File: config.mk
export PLATFORM = sky130hd
export DESIGN_NAME = idli_ex
export DESIGN_NICKNAME = d
export VERILOG_FILES = /design/src/idli_pkg.sv /design/src/idli_alu.sv /design/src/idli_cond.sv /design/src/idli_decode.sv /design/src/idli_ex.sv /design/src/idli_pc.sv /design/src/idli_rf.sv
export SDC_FILE = /design/constraint.sdc
export NUM_CORES = 1
export LEC_CHECK = 0
export BUFFER_PORTS_ARGS = -buffer_cell sky130_fd_sc_hd__buf_2
export CORE_MARGIN = 1
export CORE_UTILIZATION = 60
export DETAILED_ROUTE_END_ITERATION = 8
export PLACE_DENSITY_LB_ADDON = 0.12
export SLEW_MARGIN = 15
export SYNTH_ARGS = -nofsm -noshare
export SYNTH_HDL_FRONTEND = slang
export SYNTH_HIERARCHICAL = 1
export SYNTH_SLANG_ARGS = --single-unit
File: constraint.sdc
create_clock -name i_ex_gck -period 6.2 [get_ports i_ex_gck]
set_clock_uncertainty 0.2 [all_clocks]
set_input_delay 0.93 -clock i_ex_gck [delete_from_list [all_inputs] [get_ports i_ex_gck]]
set_output_delay 0.93 -clock i_ex_gck [all_outputs]
set_load 0.05 [all_outputs]
File: src/idli_pkg.sv
`default_nettype none

// Shared widths, instruction layout and decoded control for the execute stage.
package idli_pkg;

  // A data slice is the unit of work for one clock of the serial datapath.
  typedef logic [3:0]  slice_t;
  typedef logic [15:0] data_t;
  typedef logic [3:0]  reg_t;

  // The slot counter also names the slice being worked on.
  typedef logic [1:0]  ctr_t;

  // Conditional execution state and immediates.
  typedef logic [7:0]  cond_t;
  typedef logic [7:0]  imm_t;

  // Fixed registers. R0 always reads as zero and R15 aliases the PC.
  localparam reg_t REG_ZR = 4'd0;
  localparam reg_t REG_PC = 4'd15;

  // Opcodes. The values 6, 7 and 15 are left free and execute as no-ops.
  typedef enum logic [3:0] {
    OP_ADD  = 4'd0,
    OP_SUB  = 4'd1,
    OP_AND  = 4'd2,
    OP_OR   = 4'd3,
    OP_XOR  = 4'd4,
    OP_MOVI = 4'd5,
    OP_EQ   = 4'd8,
    OP_NE   = 4'd9,
    OP_LT   = 4'd10,
    OP_LTU  = 4'd11,
    OP_GE   = 4'd12,
    OP_GEU  = 4'd13,
    OP_COND = 4'd14
  } op_t;

  // Function performed by the serial ALU.
  typedef enum logic [2:0] {
    ALU_OP_ADD,
    ALU_OP_SUB,
    ALU_OP_AND,
    ALU_OP_OR,
    ALU_OP_XOR,
    ALU_OP_IMM
  } alu_op_t;

  // How the final ALU flags turn into a predicate value.
  typedef enum logic [2:0] {
    CMP_OP_EQ,
    CMP_OP_NE,
    CMP_OP_LT,
    CMP_OP_LTU,
    CMP_OP_GE,
    CMP_OP_GEU
  } cmp_op_t;

  // Raw instruction. For MOVI and COND the lhs and rhs fields form the
  // immediate, with lhs as the upper nibble.
  typedef struct packed {
    op_t  op;
    reg_t dst;
    reg_t lhs;
    reg_t rhs;
  } enc_t;

  // Decoded control, held constant for the four cycles of a slot.
  typedef struct packed {
    logic    vld;
    alu_op_t alu_op;
    logic    lhs_pc;
    logic    rhs_pc;
    reg_t    lhs;
    reg_t    rhs;
    reg_t    dst;
    logic    wr_rf;
    logic    wr_pc;
    logic    cmp;
    cmp_op_t cmp_op;
    logic    cond_wr;
    imm_t    imm;
  } ctrl_t;

endpackage

`default_nettype wire

File: src/idli_alu.sv
`timescale 1ns/10ps
`default_nettype none

// Serial ALU working on one nibble per clock.
module idli_alu (
  input  var logic             i_ex_gck,

  input  var idli_pkg::ctr_t   i_alu_ctr,
  input  var idli_pkg::ctrl_t  i_alu_ctrl,

  input  var idli_pkg::slice_t i_alu_rf_lhs,
  input  var idli_pkg::slice_t i_alu_rf_rhs,
  input  var idli_pkg::slice_t i_alu_pc,

  output var idli_pkg::slice_t o_alu_out,
  output var logic             o_alu_z,
  output var logic             o_alu_n,
  output var logic             o_alu_c,
  output var logic             o_alu_v
);

  idli_pkg::slice_t lhs;
  idli_pkg::slice_t rhs;
  idli_pkg::slice_t rhs_op;
  idli_pkg::data_t  imm_ext;
  logic [4:0]       sum;
  logic             sub;
  logic             cin;
  logic             carry_q;
  logic             z_acc;
  logic             z_q;

  // Reading R15 gives the PC slice instead of the register file.
  always_comb lhs = i_alu_ctrl.lhs_pc ? i_alu_pc : i_alu_rf_lhs;
  always_comb rhs = i_alu_ctrl.rhs_pc ? i_alu_pc : i_alu_rf_rhs;

  // Subtraction is lhs + ~rhs + 1, with the +1 injected on slice 0.
  always_comb sub    = i_alu_ctrl.alu_op == idli_pkg::ALU_OP_SUB;
  always_comb rhs_op = sub ? ~rhs : rhs;

  // The first slice takes its carry from the opcode and later slices chain
  // from the carry saved at the previous edge.
  always_comb cin = i_alu_ctr == 2'd0 ? sub : carry_q;

  always_comb sum = {1'b0, lhs} + {1'b0, rhs_op} + 5'(cin);

  // Immediates are zero extended and handed out a nibble at a time.
  always_comb imm_ext = idli_pkg::data_t'(i_alu_ctrl.imm);

  always_comb begin
    case (i_alu_ctrl.alu_op)
      idli_pkg::ALU_OP_AND: o_alu_out = lhs & rhs;
      idli_pkg::ALU_OP_OR:  o_alu_out = lhs | rhs;
      idli_pkg::ALU_OP_XOR: o_alu_out = lhs ^ rhs;
      idli_pkg::ALU_OP_IMM: o_alu_out = imm_ext[{i_alu_ctr, 2'b00} +: 4];
      default:              o_alu_out = sum[3:0];
    endcase
  end

  // Carry is kept unconditionally. Only the next slice of the same slot ever
  // uses it, and slice 0 ignores it.
  always_ff @(posedge i_ex_gck) begin
    carry_q <= sum[4];
  end

  // Zero restarts on slice 0 and is and-ed with every later slice.
  always_comb z_acc = i_alu_ctr == 2'd0 ? 1'b1 : z_q;

  always_ff @(posedge i_ex_gck) begin
    z_q <= z_acc && o_alu_out == '0;
  end

  // These flags are only meaningful on slice 3, where they describe the
  // whole word. For a subtract the carry reads as not-borrow.
  always_comb o_alu_z = z_acc && o_alu_out == '0;
  always_comb o_alu_n = o_alu_out[3];
  always_comb o_alu_c = sum[4];

  // Signed overflow: both operands share a sign that the sum does not.
  always_comb o_alu_v = (lhs[3] == rhs_op[3]) && (sum[3] != lhs[3]);

endmodule

`default_nettype wire

File: src/idli_cond.sv
`timescale 1ns/10ps
`default_nettype none

// Predicate and conditional-execution state.
module idli_cond (
  input  var logic             i_ex_gck,
  input  var logic             i_ex_rst_n,

  input  var idli_pkg::ctr_t   i_cond_ctr,
  input  var idli_pkg::ctrl_t  i_cond_ctrl,

  input  var logic             i_cond_z,
  input  var logic             i_cond_n,
  input  var logic             i_cond_c,
  input  var logic             i_cond_v,

  output var logic             o_cond_run
);

  logic            pred_q;
  logic            pred_d;
  idli_pkg::cond_t cond_q;
  logic            slot_end;

  // The state is a queue of expected predicate values, one per following
  // instruction, read from bit 0. It only applies while any higher bit is
  // set, so a lone bit 0 means unconditional execution.
  always_comb o_cond_run = cond_q[7:1] == '0 || pred_q == cond_q[0];

  // State only moves on the last cycle of a slot that holds an instruction.
  always_comb slot_end = i_cond_ctr == 2'd3 && i_cond_ctrl.vld;

  // Flags are final on slice 3, which is exactly when they are consumed.
  always_comb begin
    case (i_cond_ctrl.cmp_op)
      idli_pkg::CMP_OP_EQ:  pred_d = i_cond_z;
      idli_pkg::CMP_OP_NE:  pred_d = !i_cond_z;
      idli_pkg::CMP_OP_LT:  pred_d = i_cond_n != i_cond_v;
      idli_pkg::CMP_OP_LTU: pred_d = !i_cond_c;
      idli_pkg::CMP_OP_GE:  pred_d = i_cond_n == i_cond_v;
      default:              pred_d = i_cond_c;
    endcase
  end

  // A skipped compare leaves the old predicate in place.
  always_ff @(posedge i_ex_gck, negedge i_ex_rst_n) begin
    if (!i_ex_rst_n) begin
      pred_q <= 1'b0;
    end else if (slot_end && i_cond_ctrl.cmp && o_cond_run) begin
      pred_q <= pred_d;
    end
  end

  // A taken COND reloads the queue. Any other instruction, including a
  // skipped COND, consumes one entry.
  always_ff @(posedge i_ex_gck, negedge i_ex_rst_n) begin
    if (!i_ex_rst_n) begin
      cond_q <= '0;
    end else if (slot_end) begin
      if (i_cond_ctrl.cond_wr && o_cond_run) begin
        cond_q <= i_cond_ctrl.imm;
      end else begin
        cond_q <= {1'b0, cond_q[7:1]};
      end
    end
  end

  // The run decision must hold for a whole slot, so the predicate may only
  // move across a slot boundary.
  pred_slot_a: assert property (
    @(posedge i_ex_gck) disable iff (!i_ex_rst_n)
    i_cond_ctr != 2'd3 |=> $stable(pred_q)
  );

endmodule

`default_nettype wire

File: src/idli_decode.sv
`timescale 1ns/10ps
`default_nettype none

// Slot counter, instruction acceptance and decode.
module idli_decode (
  input  var logic             i_ex_gck,
  input  var logic             i_ex_rst_n,

  input  var idli_pkg::enc_t   i_de_enc,
  input  var logic             i_de_enc_vld,
  output var logic             o_de_enc_acp,

  output var idli_pkg::ctr_t   o_de_ctr,
  output var idli_pkg::ctrl_t  o_de_ctrl
);

  idli_pkg::ctr_t ctr_q;
  idli_pkg::enc_t enc_q;
  logic           vld_q;

  // The counter runs freely. Every fourth cycle closes one slot and opens
  // the next.
  always_ff @(posedge i_ex_gck, negedge i_ex_rst_n) begin
    if (!i_ex_rst_n) begin
      ctr_q <= '0;
    end else begin
      ctr_q <= ctr_q + 2'd1;
    end
  end

  // A new instruction can only be taken on the last cycle of a slot.
  always_comb o_de_enc_acp = ctr_q == 2'd3;

  // Valid marks whether the next slot holds an instruction or a bubble.
  always_ff @(posedge i_ex_gck, negedge i_ex_rst_n) begin
    if (!i_ex_rst_n) begin
      vld_q <= 1'b0;
    end else if (o_de_enc_acp) begin
      vld_q <= i_de_enc_vld;
    end
  end

  // The encoding itself is only meaningful alongside vld_q.
  always_ff @(posedge i_ex_gck) begin
    if (o_de_enc_acp) begin
      enc_q <= i_de_enc;
    end
  end

  // Map the opcode to ALU function, compare kind and destination kind.
  always_comb begin
    o_de_ctrl         = '0;
    o_de_ctrl.vld     = vld_q;
    o_de_ctrl.alu_op  = idli_pkg::ALU_OP_ADD;
    o_de_ctrl.cmp_op  = idli_pkg::CMP_OP_EQ;
    o_de_ctrl.lhs     = enc_q.lhs;
    o_de_ctrl.rhs     = enc_q.rhs;
    o_de_ctrl.dst     = enc_q.dst;
    o_de_ctrl.lhs_pc  = enc_q.lhs == idli_pkg::REG_PC;
    o_de_ctrl.rhs_pc  = enc_q.rhs == idli_pkg::REG_PC;
    o_de_ctrl.imm     = {enc_q.lhs, enc_q.rhs};

    case (enc_q.op)
      idli_pkg::OP_ADD:  o_de_ctrl.alu_op = idli_pkg::ALU_OP_ADD;
      idli_pkg::OP_SUB:  o_de_ctrl.alu_op = idli_pkg::ALU_OP_SUB;
      idli_pkg::OP_AND:  o_de_ctrl.alu_op = idli_pkg::ALU_OP_AND;
      idli_pkg::OP_OR:   o_de_ctrl.alu_op = idli_pkg::ALU_OP_OR;
      idli_pkg::OP_XOR:  o_de_ctrl.alu_op = idli_pkg::ALU_OP_XOR;
      idli_pkg::OP_MOVI: o_de_ctrl.alu_op = idli_pkg::ALU_OP_IMM;
      idli_pkg::OP_COND: o_de_ctrl.alu_op = idli_pkg::ALU_OP_IMM;
      // Compares subtract and only keep the flags.
      default:           o_de_ctrl.alu_op = idli_pkg::ALU_OP_SUB;
    endcase

    case (enc_q.op)
      idli_pkg::OP_ADD, idli_pkg::OP_SUB, idli_pkg::OP_AND,
      idli_pkg::OP_OR, idli_pkg::OP_XOR, idli_pkg::OP_MOVI: begin
        // Writes to R0 are dropped, and writes to R15 redirect.
        o_de_ctrl.wr_pc = enc_q.dst == idli_pkg::REG_PC;
        o_de_ctrl.wr_rf = enc_q.dst != idli_pkg::REG_PC && enc_q.dst != idli_pkg::REG_ZR;
      end
      idli_pkg::OP_EQ:   o_de_ctrl.cmp = 1'b1;
      idli_pkg::OP_NE: begin
        o_de_ctrl.cmp    = 1'b1;
        o_de_ctrl.cmp_op = idli_pkg::CMP_OP_NE;
      end
      idli_pkg::OP_LT: begin
        o_de_ctrl.cmp    = 1'b1;
        o_de_ctrl.cmp_op = idli_pkg::CMP_OP_LT;
      end
      idli_pkg::OP_LTU: begin
        o_de_ctrl.cmp    = 1'b1;
        o_de_ctrl.cmp_op = idli_pkg::CMP_OP_LTU;
      end
      idli_pkg::OP_GE: begin
        o_de_ctrl.cmp    = 1'b1;
        o_de_ctrl.cmp_op = idli_pkg::CMP_OP_GE;
      end
      idli_pkg::OP_GEU: begin
        o_de_ctrl.cmp    = 1'b1;
        o_de_ctrl.cmp_op = idli_pkg::CMP_OP_GEU;
      end
      idli_pkg::OP_COND: o_de_ctrl.cond_wr = 1'b1;
      // Free opcodes still occupy a slot and advance the PC.
      default:           o_de_ctrl.cmp = 1'b0;
    endcase
  end

  always_comb o_de_ctr = ctr_q;

  // Every unit assumes the slices arrive in strict order 0 to 3.
  ctr_step_a: assert property (
    @(posedge i_ex_gck) disable iff (!i_ex_rst_n)
    1'b1 |=> ctr_q == idli_pkg::ctr_t'($past(ctr_q) + 2'd1)
  );

endmodule

`default_nettype wire

File: src/idli_ex.sv
`timescale 1ns/10ps
`default_nettype none

// Execute stage top level.
module idli_ex #(
  parameter int NUM_REGS = 16
) (
  input  var logic             i_ex_gck,
  input  var logic             i_ex_rst_n,

  input  var idli_pkg::enc_t   i_ex_enc,
  input  var logic             i_ex_enc_vld,
  output var logic             o_ex_enc_acp,

  output var logic             o_ex_redirect,
  output var idli_pkg::slice_t o_ex_data
);

  idli_pkg::ctr_t   ctr;
  idli_pkg::ctrl_t  ctrl;
  logic             run;
  idli_pkg::slice_t rf_lhs;
  idli_pkg::slice_t rf_rhs;
  idli_pkg::slice_t pc_slice;
  idli_pkg::slice_t alu_out;
  logic             alu_z;
  logic             alu_n;
  logic             alu_c;
  logic             alu_v;

  // Decode owns the slot timing that every other unit follows.
  idli_decode u_decode (
    .i_ex_gck     (i_ex_gck),
    .i_ex_rst_n   (i_ex_rst_n),
    .i_de_enc     (i_ex_enc),
    .i_de_enc_vld (i_ex_enc_vld),
    .o_de_enc_acp (o_ex_enc_acp),
    .o_de_ctr     (ctr),
    .o_de_ctrl    (ctrl)
  );

  idli_rf #(
    .NUM_REGS (NUM_REGS)
  ) u_rf (
    .i_ex_gck  (i_ex_gck),
    .i_rf_ctr  (ctr),
    .i_rf_ctrl (ctrl),
    .i_rf_run  (run),
    .i_rf_data (alu_out),
    .o_rf_lhs  (rf_lhs),
    .o_rf_rhs  (rf_rhs)
  );

  idli_alu u_alu (
    .i_ex_gck     (i_ex_gck),
    .i_alu_ctr    (ctr),
    .i_alu_ctrl   (ctrl),
    .i_alu_rf_lhs (rf_lhs),
    .i_alu_rf_rhs (rf_rhs),
    .i_alu_pc     (pc_slice),
    .o_alu_out    (alu_out),
    .o_alu_z      (alu_z),
    .o_alu_n      (alu_n),
    .o_alu_c      (alu_c),
    .o_alu_v      (alu_v)
  );

  // The PC unit also drives the stage outputs.
  idli_pc u_pc (
    .i_ex_gck      (i_ex_gck),
    .i_ex_rst_n    (i_ex_rst_n),
    .i_pc_ctr      (ctr),
    .i_pc_ctrl     (ctrl),
    .i_pc_run      (run),
    .i_pc_data     (alu_out),
    .o_pc_slice    (pc_slice),
    .o_pc_redirect (o_ex_redirect),
    .o_pc_data     (o_ex_data)
  );

  idli_cond u_cond (
    .i_ex_gck    (i_ex_gck),
    .i_ex_rst_n  (i_ex_rst_n),
    .i_cond_ctr  (ctr),
    .i_cond_ctrl (ctrl),
    .i_cond_z    (alu_z),
    .i_cond_n    (alu_n),
    .i_cond_c    (alu_c),
    .i_cond_v    (alu_v),
    .o_cond_run  (run)
  );

endmodule

`default_nettype wire

File: src/idli_pc.sv
`timescale 1ns/10ps
`default_nettype none

// Program counter and redirect outputs.
module idli_pc (
  input  var logic             i_ex_gck,
  input  var logic             i_ex_rst_n,

  input  var idli_pkg::ctr_t   i_pc_ctr,
  input  var idli_pkg::ctrl_t  i_pc_ctrl,
  input  var logic             i_pc_run,

  input  var idli_pkg::slice_t i_pc_data,

  output var idli_pkg::slice_t o_pc_slice,
  output var logic             o_pc_redirect,
  output var idli_pkg::slice_t o_pc_data
);

  // The PC holds the address of the instruction currently in the slot.
  idli_pkg::data_t pc_q;
  logic [11:0]     res_q;

  always_comb o_pc_slice = pc_q[{i_pc_ctr, 2'b00} +: 4];

  // A redirect covers the whole slot of a taken write to R15.
  always_comb o_pc_redirect = i_pc_ctrl.vld && i_pc_ctrl.wr_pc && i_pc_run;

  // The result slice goes out every cycle. It is the target on redirects.
  always_comb o_pc_data = i_pc_data;

  // Collect the low three result slices. Slice 3 arrives with the load.
  always_ff @(posedge i_ex_gck) begin
    case (i_pc_ctr)
      2'd0:    res_q[3:0]  <= i_pc_data;
      2'd1:    res_q[7:4]  <= i_pc_data;
      2'd2:    res_q[11:8] <= i_pc_data;
      default: res_q       <= res_q;
    endcase
  end

  // At the end of the slot either jump to the result or step past this
  // instruction. Bubbles leave the PC where it is.
  always_ff @(posedge i_ex_gck, negedge i_ex_rst_n) begin
    if (!i_ex_rst_n) begin
      pc_q <= '0;
    end else if (i_pc_ctr == 2'd3) begin
      if (o_pc_redirect) begin
        pc_q <= {i_pc_data, res_q};
      end else if (i_pc_ctrl.vld) begin
        pc_q <= pc_q + 16'd1;
      end
    end
  end

endmodule

`default_nettype wire

File: src/idli_rf.sv
`timescale 1ns/10ps
`default_nettype none

// Register file read and written one slice per clock.
module idli_rf #(
  parameter int NUM_REGS = 16
) (
  input  var logic             i_ex_gck,

  input  var idli_pkg::ctr_t   i_rf_ctr,
  input  var idli_pkg::ctrl_t  i_rf_ctrl,
  input  var logic             i_rf_run,

  input  var idli_pkg::slice_t i_rf_data,
  output var idli_pkg::slice_t o_rf_lhs,
  output var idli_pkg::slice_t o_rf_rhs
);

  idli_pkg::data_t regs_q [NUM_REGS];
  logic            wr_en;

  // R0 reads zero, and so does any index past the end of a smaller file.
  always_comb begin
    o_rf_lhs = '0;
    if (i_rf_ctrl.lhs != idli_pkg::REG_ZR && 32'(i_rf_ctrl.lhs) < NUM_REGS) begin
      o_rf_lhs = regs_q[i_rf_ctrl.lhs][{i_rf_ctr, 2'b00} +: 4];
    end
  end

  always_comb begin
    o_rf_rhs = '0;
    if (i_rf_ctrl.rhs != idli_pkg::REG_ZR && 32'(i_rf_ctrl.rhs) < NUM_REGS) begin
      o_rf_rhs = regs_q[i_rf_ctrl.rhs][{i_rf_ctr, 2'b00} +: 4];
    end
  end

  // Only instructions that survive the condition check update state.
  always_comb wr_en = i_rf_ctrl.vld && i_rf_ctrl.wr_rf && i_rf_run;

  // Slice i lands at the end of the cycle where the counter is i, so a read
  // of the same register later in the slot still sees the old upper bits.
  always_ff @(posedge i_ex_gck) begin
    if (wr_en) begin
      regs_q[i_rf_ctrl.dst][{i_rf_ctr, 2'b00} +: 4] <= i_rf_data;
    end
  end

  // R15 lives in the PC unit, so decode must never route its writes here.
  no_pc_write_a: assert property (
    @(posedge i_ex_gck)
    (i_rf_ctrl.vld && i_rf_ctrl.wr_rf) |-> i_rf_ctrl.dst != idli_pkg::REG_PC
  );

endmodule

`default_nettype wire

-- Word-level counts from Yosys, hierarchy flattened
Memories as Yosys holds them, arrays and structs flattened. A register that Yosys moved wholly into a read port is not among the register bits.
Cells that the tools add are included.
- memories: 1
- memory bits (read-only): 0
- latch bits: 0
- input bits: 19
- memory bits (writable): 256
- bits in registers: 58
- memories (name ; depth ; width ; rd ports ; clocked after memory_dff ; wr ports ; RTL line ; text):
    u_rf.regs_q ; 16 ; 16 ; 2 ; 2 ; 1 ; idli_rf.sv:19 ; idli_pkg::data_t regs_q [NUM_REGS];
- $add $sub $neg: 5
- reduce and logical (&&, ||, !) cells: 27
- muxes and demuxes: 21
- shift operators: 6
- order comparisons: 0
- multipliers: 0
- equality and inequality tests: 33
- divide/modulo/power cells: 0
- bitwise gates (word level): 4
- operator list (kind ; count):
    16-bit by 5-bit indexed part select with 4-bit output ; 4
    16-bit 2-to-1 mux ; 3
    4-bit == test (second input constant) ; 10
    3-bit case mux with 5 select lines ; 2
    4-bit 2-to-1 mux ; 7
    16-bit by 1-bit adder with 16-bit output (second input constant) ; 1
    4-bit case mux with 4 select lines ; 1
    4-bit by 6-bit variable shift with 16-bit output (first input constant) ; 1
    4-bit by 6-bit indexed part select with 16-bit output ; 1
    3-bit by 2-bit == test with 1-bit output (second input constant) ; 4
    4-bit nonzero test ; 3
    6-bit OR reduction ; 2
    1-bit logical AND ; 11
    3-bit == test (second input constant) ; 3
    4-bit by 2-bit == test with 1-bit output (second input constant) ; 2
    4-bit by 3-bit == test with 1-bit output (second input constant) ; 2
    4-bit logical NOT ; 2
    8-bit 2-to-1 mux ; 1
    7-bit logical NOT ; 1
    3-bit by 1-bit == test with 1-bit output (second input constant) ; 2
    4-bit negator with 6-bit output ; 1
    4-bit by 4-bit adder with 5-bit output ; 1
    5-bit by 1-bit adder with 5-bit output ; 1
    1-bit 2-to-1 mux ; 5
    20 further kinds ; 25

-- Depth between registers and ports, before layout
- word-level depth: 12
- mapped depth: 22
- depth with buffers taken out: 18

-- By module
Netlist, hierarchy kept.
- by module, submodules not included (module ; times used ; cells each ; area each (µm²)):
    idli_rf ; 1 ; 723 ; 12547.0
    idli_pc ; 1 ; 140 ; 1546.5
    idli_decode ; 1 ; 62 ; 863.3
    idli_alu ; 1 ; 94 ; 810.8
    idli_cond ; 1 ; 55 ; 530.5

-- Worst setup path before layout
Ideal clock, no wire load.
- kind: reg2out
- start: register u_decode.enc_q, in the netlist u_decode/o_de_ctrl[0]
- end: output port o_ex_data[1]
- cell stages (with the launch flop): 17
- data required time: 5.070 ns
- slack: 1.161 ns
- arrival: 3.909 ns
- buffers on the path: 5
- cell sequence: edfxtp_1 > buf_4 > buf_6 > buf_6 > buf_2 > mux4_2 > a22oi_1 > a21oi_1 > o21ai_0 > o21ai_0 > mux2i_1 > xnor2_1 > fa_1 > inv_1 > fa_1 > a32oi_1 > buf_4
- longest elaborated chain between the ends: 8
- RTL lines (item ; RTL line ; text):
    start: declaration ; idli_decode.sv:18 ; idli_pkg::enc_t enc_q;
    start signal: assignment ; idli_decode.sv:46 ; enc_q <= i_de_enc;
    4-bit nonzero test * ; idli_rf.sv:32 ; if (i_rf_ctrl.rhs != idli_pkg::REG_ZR && 32'(i_rf_ctrl.rhs) < NUM_REGS) begin
    4-bit 2-to-1 mux * ; idli_rf.sv:32 ;
    named net rf_rhs[0] ; idli_ex.sv:23 ; idli_pkg::slice_t rf_rhs;
    4-bit 2-to-1 mux * ; idli_alu.sv:35 ; always_comb rhs = i_alu_ctrl.rhs_pc ? i_alu_pc : i_alu_rf_rhs;
    4-bit NOT ; idli_alu.sv:39 ; always_comb rhs_op = sub ? ~rhs : rhs;
    4-bit 2-to-1 mux * ; idli_alu.sv:39 ;
    4-bit by 4-bit adder with 5-bit output * ; idli_alu.sv:45 ; always_comb sum = {1'b0, lhs} + {1'b0, rhs_op} + 5'(cin);
    5-bit by 1-bit adder with 5-bit output * ; idli_alu.sv:45 ;
    4-bit case mux with 4 select lines * ; idli_alu.sv:51 ; case (i_alu_ctrl.alu_op)
    end: declaration ; idli_ex.sv:16 ; output var idli_pkg::slice_t o_ex_data
The timed path passes the listed nets; every way through them passes the cells marked *.

-- Worst setup path after layout
- start: register u_decode.enc_q, in the netlist u_decode/o_de_ctrl[0]
- end: output port o_ex_data[2]
Same word-level chain as after synthesis.

==> key figures <==
Timing
  – Worst Tran Pin Value: 0.861 ns
  – Slew Viols, Final: 0
  – Slew HR: 0.426
  – Final hold viol count: 0
  – Fmax: 168 MHz
  – RSZ-0062 raised after global routing: no
  – Tmin final: 5.94 ns
  – Final setup viols: 0
  – Setup TNS: 0 ns
  – Crit share post-route: 0.958

Synthesis
  – Yosys top cell area share: 0.523
  – Syn_area_per_cell: 15.2 sq um
  – Synth area leader: edfxtp_1
  – Top cells by area, synth: edfxtp_1, mux4_2, dfrtp_1, mux4_1, nor2_1
  – Async set-reset flop share out of synthesis: 0.0892
  – Post-Syn Area: 16300 sq um
  – Synth cell count leaders: edfxtp_1, mux4_2, nor2_1
  – Distinct cells, synth: 83
  – Syn nets: 1114
  – Yosys warnings: 6
  – Most common cell in the netlist: edfxtp_1
  – #FFs+latches synth: 314
  – Syn Inst Count: 1074
  – Ys flop type: edfxtp_1
  – EDFF count, synth: 284
  – Sequential element share of the synthesized area: 0.569

Layout
  – Multi-input gate area: 6400 sq um
  – Layout cells sized above 1: 0.229
  – Register area: 9270 sq um
  – Final Net Count: 1114
  – # diodes: 0
  – Design Area, Final: 17700 sq um
  – Area Overhead vs Synth: 8.51%
  – Fillers: 1745

Routing
  – Drt via density: 7.24
  – Vias after detailed routing: 10.4k
  – First DRT Iteration DRCs: 1553
  – DRT Pass-1 Iters: 6
  – Total wire length: 43100 um
  – Remaining DRCs: 0
  – Antenna viol nets, final: 0
  – Drt wl/cell: 30.1 um

Floorplanning
  – Initial Util: 0.618
  – Full die area: 27800 sq um
  – I/O Pins: 25
  – Die H: 167 um
  – Die Width: 167 um
  – Row count: 59
  – CORE AREA: 26400 sq um

Pwr
  – Leak: 5.95 nW
  – Power Dens Cells: 257 nW/um^2
  – Peak VDD IR: 0.338 mV

GRT
  – Overflow left after global routing: 0
  – Total GRT Usage: 0.315
  – Vias in the first global route: 9890
  – Number of antenna violations at the first check in global routing: 0
  – First-pass GRT wire length: 63700 um
  – Largest net degree at the start of global routing: 66

Setup path
  – R2R Path End: u_rf/regs_q[2][13]
  – CP endpoint kind: primary output
  – CP max FO: 48
  – Crit Path Class: register to primary output
  – R2R cell count: 14
  – CP Launch Point: u_decode/o_de_ctrl[0]
  – Crit path to: o_ex_data[2]
  – Crit start category: register
  – Req. time, crit path: 5.07 ns
  – RR Startpoint: u_decode/o_de_ctrl[5]
  – R2r setup slk: 0.91 ns
  – WP data arrival: 4.81 ns

Clocking
  – CTS tree: done
  – TritonCTS Buffers: 34
  – Post-CTS Setup Bufs: 0
  – Clock buffer depth: 3
  – Root Buffer: clkbuf_16
  – CTS H-Tree Depth: 2
  – Clk_lat worst skew: 0.51 ns
  – Clk sinks: 314
  – CTS clock-pin slew for the worst setup and hold paths: 0.06 ns

Place
  – Port Buffers: 24
  – Post-DP HPWL: 29700 um
  – Post-DP Area: 16600 sq um
  – Gpl congestion: 0.983

Hold path
  – Worst hold-check path type: primary input to asynchronous set/reset pin

Run status
  – Status: finished, final reports clean

Flow run
  – Max-Cap Viols: 0
-- registers in the layout, indices dropped and copies added (netlist names) --
| register | cells |
|---|---|
| u_decode/vld_q | 1 |
| u_alu/z_q | 1 |
| u_alu/carry_q | 1 |
| u_decode/o_de_ctrl | 12 |
| u_cond/pred_q | 1 |
| u_decode/enc_q | 4 |
| u_rf/regs_q | 256 |
| u_cond/cond_q | 8 |
| u_pc/pc_q | 16 |
| u_decode/o_de_ctr | 2 |
| u_pc/res_q | 12 |
-- worst min-delay path by stage --
| stage | start | to | slack, ns | depth (start not counted) |
|---|---|---|---|---|
| 6_report | i_ex_rst_n | u_pc/pc_q[15] | 0.27 | 1 |
| 5_1_grt | i_ex_rst_n | u_pc/pc_q[10] | 0.31 | 1 |
| 4_1_cts | i_ex_rst_n | u_cond/pred_q | 0.27 | 1 |
| 3_5_place_dp | u_pc/pc_q[15] | u_pc/pc_q[15] | 0.34 | 1 |
| 3_3_place_gp | u_pc/res_q[0] | u_pc/pc_q[0] | 0.34 | 2 |
| 2_1_floorplan | u_pc/pc_q[15] | u_pc/pc_q[15] | 0.28 | 1 |
-- metal layers --
| layer | GRT usage | up-vias | wire [um] |
|---|---|---|---|
| li1 | - | 4298 | - |
| met2 | 0.484 | 665 | 20000 |
| met4 | 0.119 | 0 | 1710 |
| met5 | 0 | - | 0 |
| met3 | 0.0558 | 105 | 4520 |
| met1 | 0.458 | 5300 | 16900 |
-- critical path, cell delays in order, from the launching register on --
cell and delay [ns]:
edfxtp_1 0.40, clkbuf_16 0.38, mux4_1 0.64, mux2i_1 0.21, a21oi_1 0.12, o211ai_1 0.25, o21ai_0 0.17, mux2i_1 0.32
xnor2_1 0.19, fa_1 0.25, inv_1 0.07, fa_1 0.40, xnor2_1 0.17, nor2_1 0.05, a21oi_1 0.33, buf_2 0.34
-- cell type report --
| type | count | area share |
|---|---|---|
| well taps | 335 | 0.0237 |
| clock inverters | 12 | 0.00807 |
| multi-input cells | 649 | 0.362 |
| flip-flops and latches | 314 | 0.524 |
| repair buffers | 56 | 0.0228 |
| inverters | 19 | 0.00403 |
| clock buffers | 48 | 0.0553 |
-- per-stage QoR --
step	hold slack (ns)	total power [mW]	instances	utilization	worst slack, ns
after floorplan	0.282	2.50	1074	-	1.16
after global placement	0.342	2.57	1373	0.628	0.871
after detailed placement	0.336	2.57	1373	0.628	0.834
after CTS	0.268	4.56	1433	0.671	0.293
after global routing	0.306	4.66	1433	0.671	0.0201
final	0.266	4.54	1433	0.671	0.258
-- logic make-up (layout without fill, tap and decap cells) --
group           count (synthesis)  count (layout)  synth area share
mux                           172             172             0.213
buf+inv                       111             135            0.0384
fa+ha+maj                      21              21            0.0170
simple gates                  293             293            0.0923
xor+xnor                       10              10           0.00537
compound gates                153             153            0.0656
flops                         314             314             0.569
-- layout by cell type (no fill, tap or decap), drive strengths merged, types with 10 or more instances in the layout --
master	netlist	routed
a21oi	39	39
a22oi	21	21
and2	11	11
and3	15	15
buf	62	55
clkbuf	30	49
dfrtp	28	28
edfxtp	284	284
ha	19	19
inv	18	20
mux2	10	10
mux2i	29	29
mux4	133	133
nand2	42	42
nand3	34	34
nor2	111	111
nor2b	23	23
nor3	10	10
o21ai	26	26
o22ai	13	13
-- report_power, final --
part,switching [mW],internal [mW],total (mW)
Clock,0.788,1.23,2.02
Sequential,0.0375,2.33,2.37
Combinational,0.102,0.0538,0.155
Total,0.927,3.62,4.54
-- repair_timing --
item	4_1_cts	5_1_grt
endpoints found under the setup margin	0	1
resized for setup	0	1
hold buffers	0	0
No activity file was read; power rests on OpenSTA's default activity.
